[src/logic/keypad_consts.svh]
`ifndef KEYPAD_CONSTS_SVH
`define KEYPAD_CONSTS_SVH

// Keypad scan timing

`define KP_SCAN_CYCLES 50000     // Clocks per column step, 1 ms at 50 MHz

`define KP_DEBOUNCE_SWEEPS 3     // Matching sweeps for press or release

// Serial link

`define KP_BAUD_CYCLES 434       // Clocks per bit, 115200 baud at 50 MHz

// Byte queue

`define KP_FIFO_DEPTH 4          // Entries between scanner and transmitter

`endif

[src/logic/keypad_pkg.sv]
package keypad_pkg;

    // Debounce machine, advanced once per full sweep
    typedef enum logic [1:0] {
        SCAN_IDLE         = 2'd0,    // No key, waiting for a candidate
        SCAN_PRESS_WAIT   = 2'd1,    // Same key must repeat
        SCAN_HELD         = 2'd2,    // Strobe sent, key still down
        SCAN_RELEASE_WAIT = 2'd3     // Counting empty sweeps
    } scan_state_t;

    // Key number, row * 4 + column
    typedef logic [3:0] key_code_t;

endpackage

[src/logic/uart_pkg.sv]
package uart_pkg;

    // Transmitter frame phases
    typedef enum logic [1:0] {
        TX_IDLE  = 2'd0,    // Line high, waiting for a byte
        TX_START = 2'd1,    // Start bit, line low
        TX_DATA  = 2'd2,    // Eight data bits, LSB first
        TX_STOP  = 2'd3     // Stop bit, line high
    } tx_state_t;

    typedef logic [7:0] byte_t;

endpackage

[src/logic/byte_link_if.sv]
interface byte_link_if;
    import uart_pkg::*;

    byte_t rd_data;    // Head of the queue
    logic  empty;      // Nothing queued
    logic  rd_en;      // Pop strobe from the transmitter
    logic  busy;       // Frame in flight

    modport producer (
        output rd_data,
        output empty,
        input  rd_en,
        input  busy
    );

    modport consumer (
        input  rd_data,
        input  empty,
        output rd_en,
        output busy
    );

endinterface

[src/logic/keypad_scanner.sv]
`include "keypad_consts.svh"

module keypad_scanner #(
    parameter int scan_cycles = `KP_SCAN_CYCLES
) (
    input  logic            sys_clk,
    input  logic            rst_n,
    input  logic [3:0]      row,
    output logic [3:0]      col,
    output logic            key_valid,
    output uart_pkg::byte_t key_byte
);
    import keypad_pkg::*;

    localparam int CNT_W = (scan_cycles > 1) ? $clog2(scan_cycles) : 1;
    localparam int DEB   = `KP_DEBOUNCE_SWEEPS;
    localparam int DEB_W = $clog2(DEB + 1);

    logic [CNT_W-1:0] scan_cnt;
    logic [1:0]       col_idx;
    logic             step_end;     // Last cycle of a column step
    logic             sweep_end;    // Last cycle of column 3

    logic [3:0]       row_s1;
    logic [3:0]       row_s2;

    logic [2:0]       low_cnt;      // Rows low in the current step
    logic [1:0]       low_row;      // Lowest numbered low row
    logic [1:0]       sweep_hits;   // Keys seen so far, saturates at 2
    logic [1:0]       hits_next;
    key_code_t        sweep_code;   // First key seen in this sweep
    key_code_t        code_next;
    logic             one_key;
    logic             no_key;

    scan_state_t      state;
    logic [DEB_W-1:0] deb_cnt;
    key_code_t        key_code;     // Candidate under debounce

    // Column rotation
    assign step_end  = (scan_cnt == CNT_W'(scan_cycles - 1));
    assign sweep_end = step_end && (col_idx == 2'd3);

    always_ff @(posedge sys_clk) begin
        if (!rst_n) begin
            scan_cnt <= '0;
            col_idx  <= 2'd0;
        end else if (step_end) begin
            scan_cnt <= '0;
            col_idx  <= col_idx + 2'd1;
        end else begin
            scan_cnt <= scan_cnt + 1'b1;
        end
    end

    assign col = ~(4'b0001 << col_idx);    // One column driven low

    // Rows come from switches, so bring them into the clock domain
    always_ff @(posedge sys_clk) begin
        if (!rst_n) begin
            row_s1 <= 4'hf;
            row_s2 <= 4'hf;
        end else begin
            row_s1 <= row;
            row_s2 <= row_s1;
        end
    end

    // Evaluate the settled rows at the end of each column step
    always_comb begin
        low_cnt = 3'($countones(~row_s2));
        low_row = 2'd0;
        for (int i = 3; i >= 0; i--) begin
            if (!row_s2[i]) begin
                low_row = 2'(i);
            end
        end
        hits_next = sweep_hits;
        code_next = sweep_code;
        if (low_cnt != 3'd0) begin
            if (sweep_hits == 2'd0) begin
                code_next = {low_row, col_idx};
            end
            if (low_cnt > 3'd1 || sweep_hits != 2'd0) begin
                hits_next = 2'd2;
            end else begin
                hits_next = 2'd1;
            end
        end
    end

    assign one_key = (hits_next == 2'd1);
    assign no_key  = (hits_next == 2'd0);

    always_ff @(posedge sys_clk) begin
        if (!rst_n) begin
            sweep_hits <= 2'd0;
        end else if (step_end) begin
            sweep_hits <= sweep_end ? 2'd0 : hits_next;
        end
    end

    always_ff @(posedge sys_clk) begin
        if (step_end) begin
            sweep_code <= code_next;
        end
    end

    // Debounce, one decision per sweep
    always_ff @(posedge sys_clk) begin
        if (!rst_n) begin
            state     <= SCAN_IDLE;
            deb_cnt   <= '0;
            key_valid <= 1'b0;
        end else begin
            key_valid <= 1'b0;
            if (sweep_end) begin
                case (state)
                    SCAN_IDLE: begin
                        if (one_key) begin
                            deb_cnt <= DEB_W'(1);
                            state   <= SCAN_PRESS_WAIT;
                        end
                    end
                    SCAN_PRESS_WAIT: begin
                        if (one_key && code_next == key_code) begin
                            if (deb_cnt == DEB_W'(DEB - 1)) begin
                                key_valid <= 1'b1;
                                state     <= SCAN_HELD;
                            end else begin
                                deb_cnt <= deb_cnt + 1'b1;
                            end
                        end else if (one_key) begin
                            deb_cnt <= DEB_W'(1);    // Different key, start over
                        end else begin
                            state <= SCAN_IDLE;
                        end
                    end
                    SCAN_HELD: begin
                        if (no_key) begin
                            deb_cnt <= DEB_W'(1);
                            state   <= SCAN_RELEASE_WAIT;
                        end
                    end
                    SCAN_RELEASE_WAIT: begin
                        if (!no_key) begin
                            state <= SCAN_HELD;    // Bounce, still held
                        end else if (deb_cnt == DEB_W'(DEB - 1)) begin
                            state <= SCAN_IDLE;
                        end else begin
                            deb_cnt <= deb_cnt + 1'b1;
                        end
                    end
                    default: state <= SCAN_IDLE;
                endcase
            end
        end
    end

    always_ff @(posedge sys_clk) begin
        if (sweep_end && one_key && (state == SCAN_IDLE || state == SCAN_PRESS_WAIT)) begin
            key_code <= code_next;
        end
    end

    assign key_byte = {key_code, key_code};    // Code in both nibbles

    a_one_col_low: assert property (@(posedge sys_clk) disable iff (!rst_n)
        $onehot(~col));

endmodule

[src/logic/key_fifo.sv]
`include "keypad_consts.svh"

module key_fifo (
    input  logic            sys_clk,
    input  logic            rst_n,
    input  logic            wr_en,
    input  uart_pkg::byte_t wr_data,
    byte_link_if.producer   link
);
    import uart_pkg::*;

    localparam int DEPTH = `KP_FIFO_DEPTH;
    localparam int PTR_W = (DEPTH > 1) ? $clog2(DEPTH) : 1;
    localparam int CNT_W = PTR_W + 1;

    byte_t            mem [DEPTH];
    logic [PTR_W-1:0] wr_ptr;
    logic [PTR_W-1:0] rd_ptr;
    logic [CNT_W-1:0] count;
    logic             full;
    logic             do_wr;
    logic             do_rd;

    assign full  = (count == CNT_W'(DEPTH));
    assign do_wr = wr_en && !full;          // Newest byte lost on overflow
    assign do_rd = link.rd_en && !link.empty;

    assign link.empty   = (count == '0);
    assign link.rd_data = mem[rd_ptr];      // Head visible without a read cycle

    always_ff @(posedge sys_clk) begin
        if (do_wr) begin
            mem[wr_ptr] <= wr_data;
        end
    end

    always_ff @(posedge sys_clk) begin
        if (!rst_n) begin
            wr_ptr <= '0;
            rd_ptr <= '0;
            count  <= '0;
        end else begin
            if (do_wr) begin
                wr_ptr <= (wr_ptr == PTR_W'(DEPTH - 1)) ? '0 : wr_ptr + 1'b1;
            end
            if (do_rd) begin
                rd_ptr <= (rd_ptr == PTR_W'(DEPTH - 1)) ? '0 : rd_ptr + 1'b1;
            end
            case ({do_wr, do_rd})
                2'b10:   count <= count + 1'b1;
                2'b01:   count <= count - 1'b1;
                default: count <= count;
            endcase
        end
    end

    a_no_pop_empty: assert property (@(posedge sys_clk) disable iff (!rst_n)
        link.rd_en |-> !link.empty);

    // The transmitter holds off further pops while a frame goes out
    a_pop_then_busy: assert property (@(posedge sys_clk) disable iff (!rst_n)
        link.rd_en |=> link.busy && !link.rd_en);

endmodule

[src/logic/uart_tx.sv]
`include "keypad_consts.svh"

module uart_tx #(
    parameter int baud_cycles = `KP_BAUD_CYCLES
) (
    input  logic          sys_clk,
    input  logic          rst_n,
    byte_link_if.consumer link,
    output logic          txd
);
    import uart_pkg::*;

    localparam int BAUD_W = (baud_cycles > 1) ? $clog2(baud_cycles) : 1;

    tx_state_t         state;
    logic [BAUD_W-1:0] baud_cnt;
    logic [2:0]        bit_idx;     // Data bit being sent
    byte_t             shift_q;
    logic              bit_end;     // Last clock of the current bit
    logic              pull;        // Take the head byte

    assign bit_end = (baud_cnt == BAUD_W'(baud_cycles - 1));
    assign pull    = (state == TX_IDLE) && !link.empty;

    assign link.rd_en = pull;
    assign link.busy  = (state != TX_IDLE) || pull;

    // Baud counter, parked at zero between frames
    always_ff @(posedge sys_clk) begin
        if (!rst_n) begin
            baud_cnt <= '0;
        end else if (state == TX_IDLE || bit_end) begin
            baud_cnt <= '0;
        end else begin
            baud_cnt <= baud_cnt + 1'b1;
        end
    end

    always_ff @(posedge sys_clk) begin
        if (!rst_n) begin
            state   <= TX_IDLE;
            bit_idx <= 3'd0;
            txd     <= 1'b1;
        end else begin
            case (state)
                TX_IDLE: begin
                    if (pull) begin
                        txd   <= 1'b0;    // Start bit
                        state <= TX_START;
                    end
                end
                TX_START: begin
                    if (bit_end) begin
                        txd     <= shift_q[0];
                        bit_idx <= 3'd0;
                        state   <= TX_DATA;
                    end
                end
                TX_DATA: begin
                    if (bit_end) begin
                        if (bit_idx == 3'd7) begin
                            txd   <= 1'b1;    // Stop bit
                            state <= TX_STOP;
                        end else begin
                            txd     <= shift_q[0];
                            bit_idx <= bit_idx + 3'd1;
                        end
                    end
                end
                TX_STOP: begin
                    if (bit_end) begin
                        state <= TX_IDLE;
                    end
                end
                default: state <= TX_IDLE;
            endcase
        end
    end

    // Next data bit always sits in bit 0
    always_ff @(posedge sys_clk) begin
        if (pull) begin
            shift_q <= link.rd_data;
        end else if (bit_end && (state == TX_START || state == TX_DATA)) begin
            shift_q <= shift_q >> 1;
        end
    end

    a_idle_high: assert property (@(posedge sys_clk) disable iff (!rst_n)
        (state == TX_IDLE) |-> txd);

endmodule

[src/logic/keypad_uart_top.sv]
`include "keypad_consts.svh"

module keypad_uart_top #(
    parameter int scan_cycles = `KP_SCAN_CYCLES,
    parameter int baud_cycles = `KP_BAUD_CYCLES
) (
    input  logic       sys_clk,
    input  logic       rst_n,
    input  logic [3:0] row,
    output logic [3:0] col,
    output logic       txd
);
    import uart_pkg::*;

    logic  key_valid;    // One strobe per debounced press
    byte_t key_byte;

    byte_link_if link_i ();

    keypad_scanner #(
        .scan_cycles (scan_cycles)
    ) scanner_i (
        .sys_clk   (sys_clk),
        .rst_n     (rst_n),
        .row       (row),
        .col       (col),
        .key_valid (key_valid),
        .key_byte  (key_byte)
    );

    // No back-pressure to the scanner, a full queue drops the byte
    key_fifo fifo_i (
        .sys_clk (sys_clk),
        .rst_n   (rst_n),
        .wr_en   (key_valid),
        .wr_data (key_byte),
        .link    (link_i.producer)
    );

    uart_tx #(
        .baud_cycles (baud_cycles)
    ) tx_i (
        .sys_clk (sys_clk),
        .rst_n   (rst_n),
        .link    (link_i.consumer),
        .txd     (txd)
    );

endmodule

[config.mk]
export PLATFORM = sky130hd
export DESIGN_NAME = keypad_uart_top
export DESIGN_NICKNAME = d
export VERILOG_FILES = /design/src/logic/keypad_pkg.sv /design/src/logic/uart_pkg.sv /design/src/logic/byte_link_if.sv /design/src/logic/keypad_scanner.sv /design/src/logic/key_fifo.sv /design/src/logic/uart_tx.sv /design/src/logic/keypad_uart_top.sv
export VERILOG_INCLUDE_DIRS = /design/src /design/src/logic
export SDC_FILE = /design/constraint.sdc
export NUM_CORES = 1
export LEC_CHECK = 0
export BUFFER_PORTS_ARGS = -buffer_cell sky130_fd_sc_hd__clkbuf_2
export CORE_MARGIN = 3
export CORE_UTILIZATION = 50
export DETAILED_ROUTE_END_ITERATION = 8
export MAX_ROUTING_LAYER = met4
export PLACE_DENSITY_LB_ADDON = 0.05
export SLEW_MARGIN = 0
export SYNTH_ARGS = -nofsm -noshare
export SYNTH_HDL_FRONTEND = slang
export SYNTH_SLANG_ARGS = --single-unit
[constraint.sdc]
create_clock -name sys_clk -period 3.1 [get_ports sys_clk]
set_input_delay 0.31 -clock sys_clk [delete_from_list [all_inputs] [get_ports sys_clk]]
set_output_delay 0.31 -clock sys_clk [all_outputs]
set_load 0.005 [all_outputs]
==> metrics.md <==
| Metric | Value |
|---|---|
| Slew @ Worst Pin | `0.5541 ns` |
| CTS tree | `yes` |
| Worst-Skew Late Latency | `0.35 ns` |
| Layout area overhead | `10.28%` |
| CTS Root Cell | `clkbuf_8` |
| F_max | `approximately 340 MHz` |
| Gr ovfl total | `0` |
| Layout cells sized above 1 | `roughly 13%` |
| Final Power | `2.397 mW` |
| Crit path kind | `flip-flop to flip-flop` |
| Hold Crit Class | `input pin to flip-flop` |
| Ant. Diodes | `0` |
| Syn_nets | `between 400 and 500` |
| First-pass GRT wire length | `12500 um` |
| Peak VDD IR | `0.2727 mV` |
| Net Sw Power | `0.6784 mW` |
| Max Buffers Root-to-Sink | `2` |
| Syn_area_per_cell | `10.09 um^2` |
| Detailed Routing Iterations Pass 1 | `4` |
| I/O pin cnt | `11` |
| Antenna viol nets, final | `0` |
| Post-synth ARST share | `0%` |
| Final Non-Filler Cells | `around 540` |
| Critical Path AT | `3.20 ns` |
| Final Slew Violations | `0` |
| Residual DRC | `0` |
| Die area | `about 9500 um^2` |
| Final period utilization | `93.61%` |
| Yosys Warn Count | `0` |
| 1st-iter DRT viols | `slightly below 90` |
| DP HPWL | `approximately 5200 um` |
| Initial core utilization | `52.67%` |
| Crit-path max FO | `5` |
| Post-route cell area | `4604 um^2` |
| Post-synth top area cell | `dfxtp_1` |
| Slew HR | `63.06%` |
| Antenna violations before repair | `0` |
| PwrDens | `520.6 nW/um^2` |
| Leak pwr | `between 1.5 and 2 nW` |
| Max Cap Viol | `0` |
| Cell area after synthesis | `4175 um^2` |
| TritonCTS Buffers | `9` |
| Die Wd | `97.38 um` |
| Register area share after synthesis | `50.34%` |
| DR vias | `between 2000 and 3000` |
| WL/cell | `about 13 um` |
| Post-route setup slack | `0.1980 ns` |
| Hold-fix buffers, CTS | `0` |
| Num rows | `32` |
| Final wirelength | `7189 um` |
| Inst Count DP | `about 530` |
| Placer Congestion | `0.8866` |
| Drt via density | `5.221` |
| Core Util, Final | `58.08%` |
| Sw Share | `around 28%` |
| Mapped Cells | `slightly above 400` |
| Ys flop type | `dfxtp_1` |
| CTS H-Tree Depth | `3` |
| Core ar. | `7928 um^2` |
| Combinational power share | `13.2%` |
| Clock transition at path regs | `around 0.090 ns` |
| RSZ-0062 raised after global routing | `false` |
| Number of synthesized flops with an enable pin | `32` |
| Nets | `470` |
| Clock Sinks | `89` |
| Library cells used by synthesis | `59` |
| WP data required | `3.40 ns` |
| Input/output buffers | `10` |
| Crit end category | `flip-flop` |
| Via count of the first global-routing pass | `2708` |
| Setup Viol. Count Final | `0` |
| Die Span Y | `97.38 um` |
| Clock skew | `0.007467 ns` |
| Minimum clock period after layout | `2.902 ns` |
| Yosys reg bits | `between 80 and 90` |
| Dpl ws | `0.1192 ns` |
| Maximum number of pins on one net before global-route repair | `19` |
| Startpoint types | `flip-flop` |
| Flop pwr share | `54.4%` |
| Post-route setup TNS | `0 ns` |
| Gr usage total | `16.45%` |
| Clock share of power | `32.4%` |
| WHS | `0.1293 ns` |
| Cells taking the most area after synthesis | `dfxtp_1 27%, edfxtp_1 23%, ha_1 7.8%` |
| Post-synth top area share | `a little over a quarter` |
| Status | `finished clean` |
| Final hold vios | `0` |
| FF-to-FF setup slack | `roughly 0.20 ns` |
| DP Area | `4368 um^2` |
| Int Pwr | `1.718 mW` |
final cells by class:
class                           instances  area (um^2)
Sequential cell                        89         2107
Clock inverter                          7        71.32
Tap cell                              102        127.6
Timing Repair Buffer                   17        102.6
Inverter                               36        135.1
Clock buffer                            9        123.9
Fill cell                             681         3323
Multi-Input combinational cell        283         1937
flip-flops by register name, summed over array words and instances (netlist names), 3 cells and up, named ones only:
| signal | count |
|---|---|
| fifo_i.mem | 16 |
| scanner_i.scan_cnt | 16 |
| tx_i.baud_cnt | 9 |
| tx_i.shift_q | 8 |
| scanner_i.key_code | 4 |
| scanner_i.row_s1 | 4 |
| scanner_i.row_s2 | 4 |
| scanner_i.sweep_code | 4 |
| fifo_i.count | 3 |
| tx_i.bit_idx | 3 |
synthesized netlist by cell type, types with 2 or more instances:
| cell | count |
|---|---|
| nor4_1 | 2 |
| and3b_1 | 2 |
| edfxtp_1 | 32 |
| nand3b_1 | 2 |
| nor2b_1 | 3 |
| nand4_1 | 10 |
| nand2_1 | 43 |
| a21oi_1 | 18 |
| mux2i_1 | 4 |
| and2_1 | 4 |
| o31ai_1 | 3 |
| xnor2_1 | 13 |
| a21boi_0 | 2 |
| o21bai_1 | 2 |
| or3_1 | 4 |
| dfxtp_1 | 57 |
| nor2_1 | 49 |
| inv_1 | 35 |
| nand3_1 | 11 |
| nor3_1 | 8 |
| clkbuf_1 | 6 |
| ha_1 | 26 |
| fa_1 | 2 |
| o21ai_0 | 9 |
| and3_1 | 6 |
| nand2b_1 | 14 |
| xor2_1 | 12 |
| mux4_2 | 4 |
final timing paths:
| kind | startpoint | to | depth (start not counted) |
|---|---|---|---|
| worst max-delay path | scanner_i.row_s2[1] | scanner_i.state[1] | 11 |
| worst min register to register | scanner_i.row_s1[2] | scanner_i.row_s2[2] | 1 |
| worst max register to register | scanner_i.row_s2[1] | scanner_i.state[1] | 11 |
| worst min-delay path | row[3] | scanner_i.row_s1[3] | 2 |
power groups by stage:
| stage | Clock, mW | Sequential, mW | Combinational [mW] |
|---|---|---|---|
| floorplan | 0 | 1.32 | 0.237 |
| global placement | 0 | 1.33 | 0.302 |
| detailed placement | 0 | 1.33 | 0.309 |
| CTS | 0.808 | 1.30 | 0.311 |
| global route | 0.866 | 1.31 | 0.362 |
| finish | 0.778 | 1.30 | 0.316 |
per-layer routing:
layer | track usage, % | up-vias | share of wire [%] | wire length (um)
met5 | - | - | 0 | 0
met4 | 4.473 | 0 | 1.1 | 80
met3 | 3.661 | 9 | 3.6 | 258
met2 | 25.51 | 31 | 48 | 3439
met1 | 21.92 | 1323 | 47 | 3411
li1 | - | 1472 | - | -
cell usage in the layout, fill, tap and decap left out, types with 11 or more instances in the layout:
cell type	n
nand2_1	42
xnor2_1	13
edfxtp_1	32
a21oi_1	16
nand3_1	11
nand2b_1	14
ha_1	26
nor2_1	48
dfxtp_1	53
xor2_1	12
inv_1	35
timing repair:
item | CTS | global route
setup endpoints to repair | 0 | 2
resized for setup | 0 | 12
setup buffers | 0 | 2
worst max-delay path: stages (launching register included):
cell and delay (ns):
dfxtp_2 0.35, inv_1 0.06, ha_1 0.27, ha_1 0.13, inv_1 0.05, fa_1 0.54, nand3b_1 0.18, nand2_2 0.17
mux2i_1 0.27, xnor2_1 0.15, or4_4 0.55, a21oi_2 0.12
cells by family after synthesis:
group,count (synthesis),share of synthesized area (%)
xor gates and xnor gates,25,5.244
AOI/OAI and AO/OA,50,7.642
adders and majority gates,28,8.750
muxes,8,3.117
DFF,89,50.34
buffers and inverters,42,3.776
and+or+nand+nor,172,21.13
No activity file was read; power rests on OpenSTA's default activity.
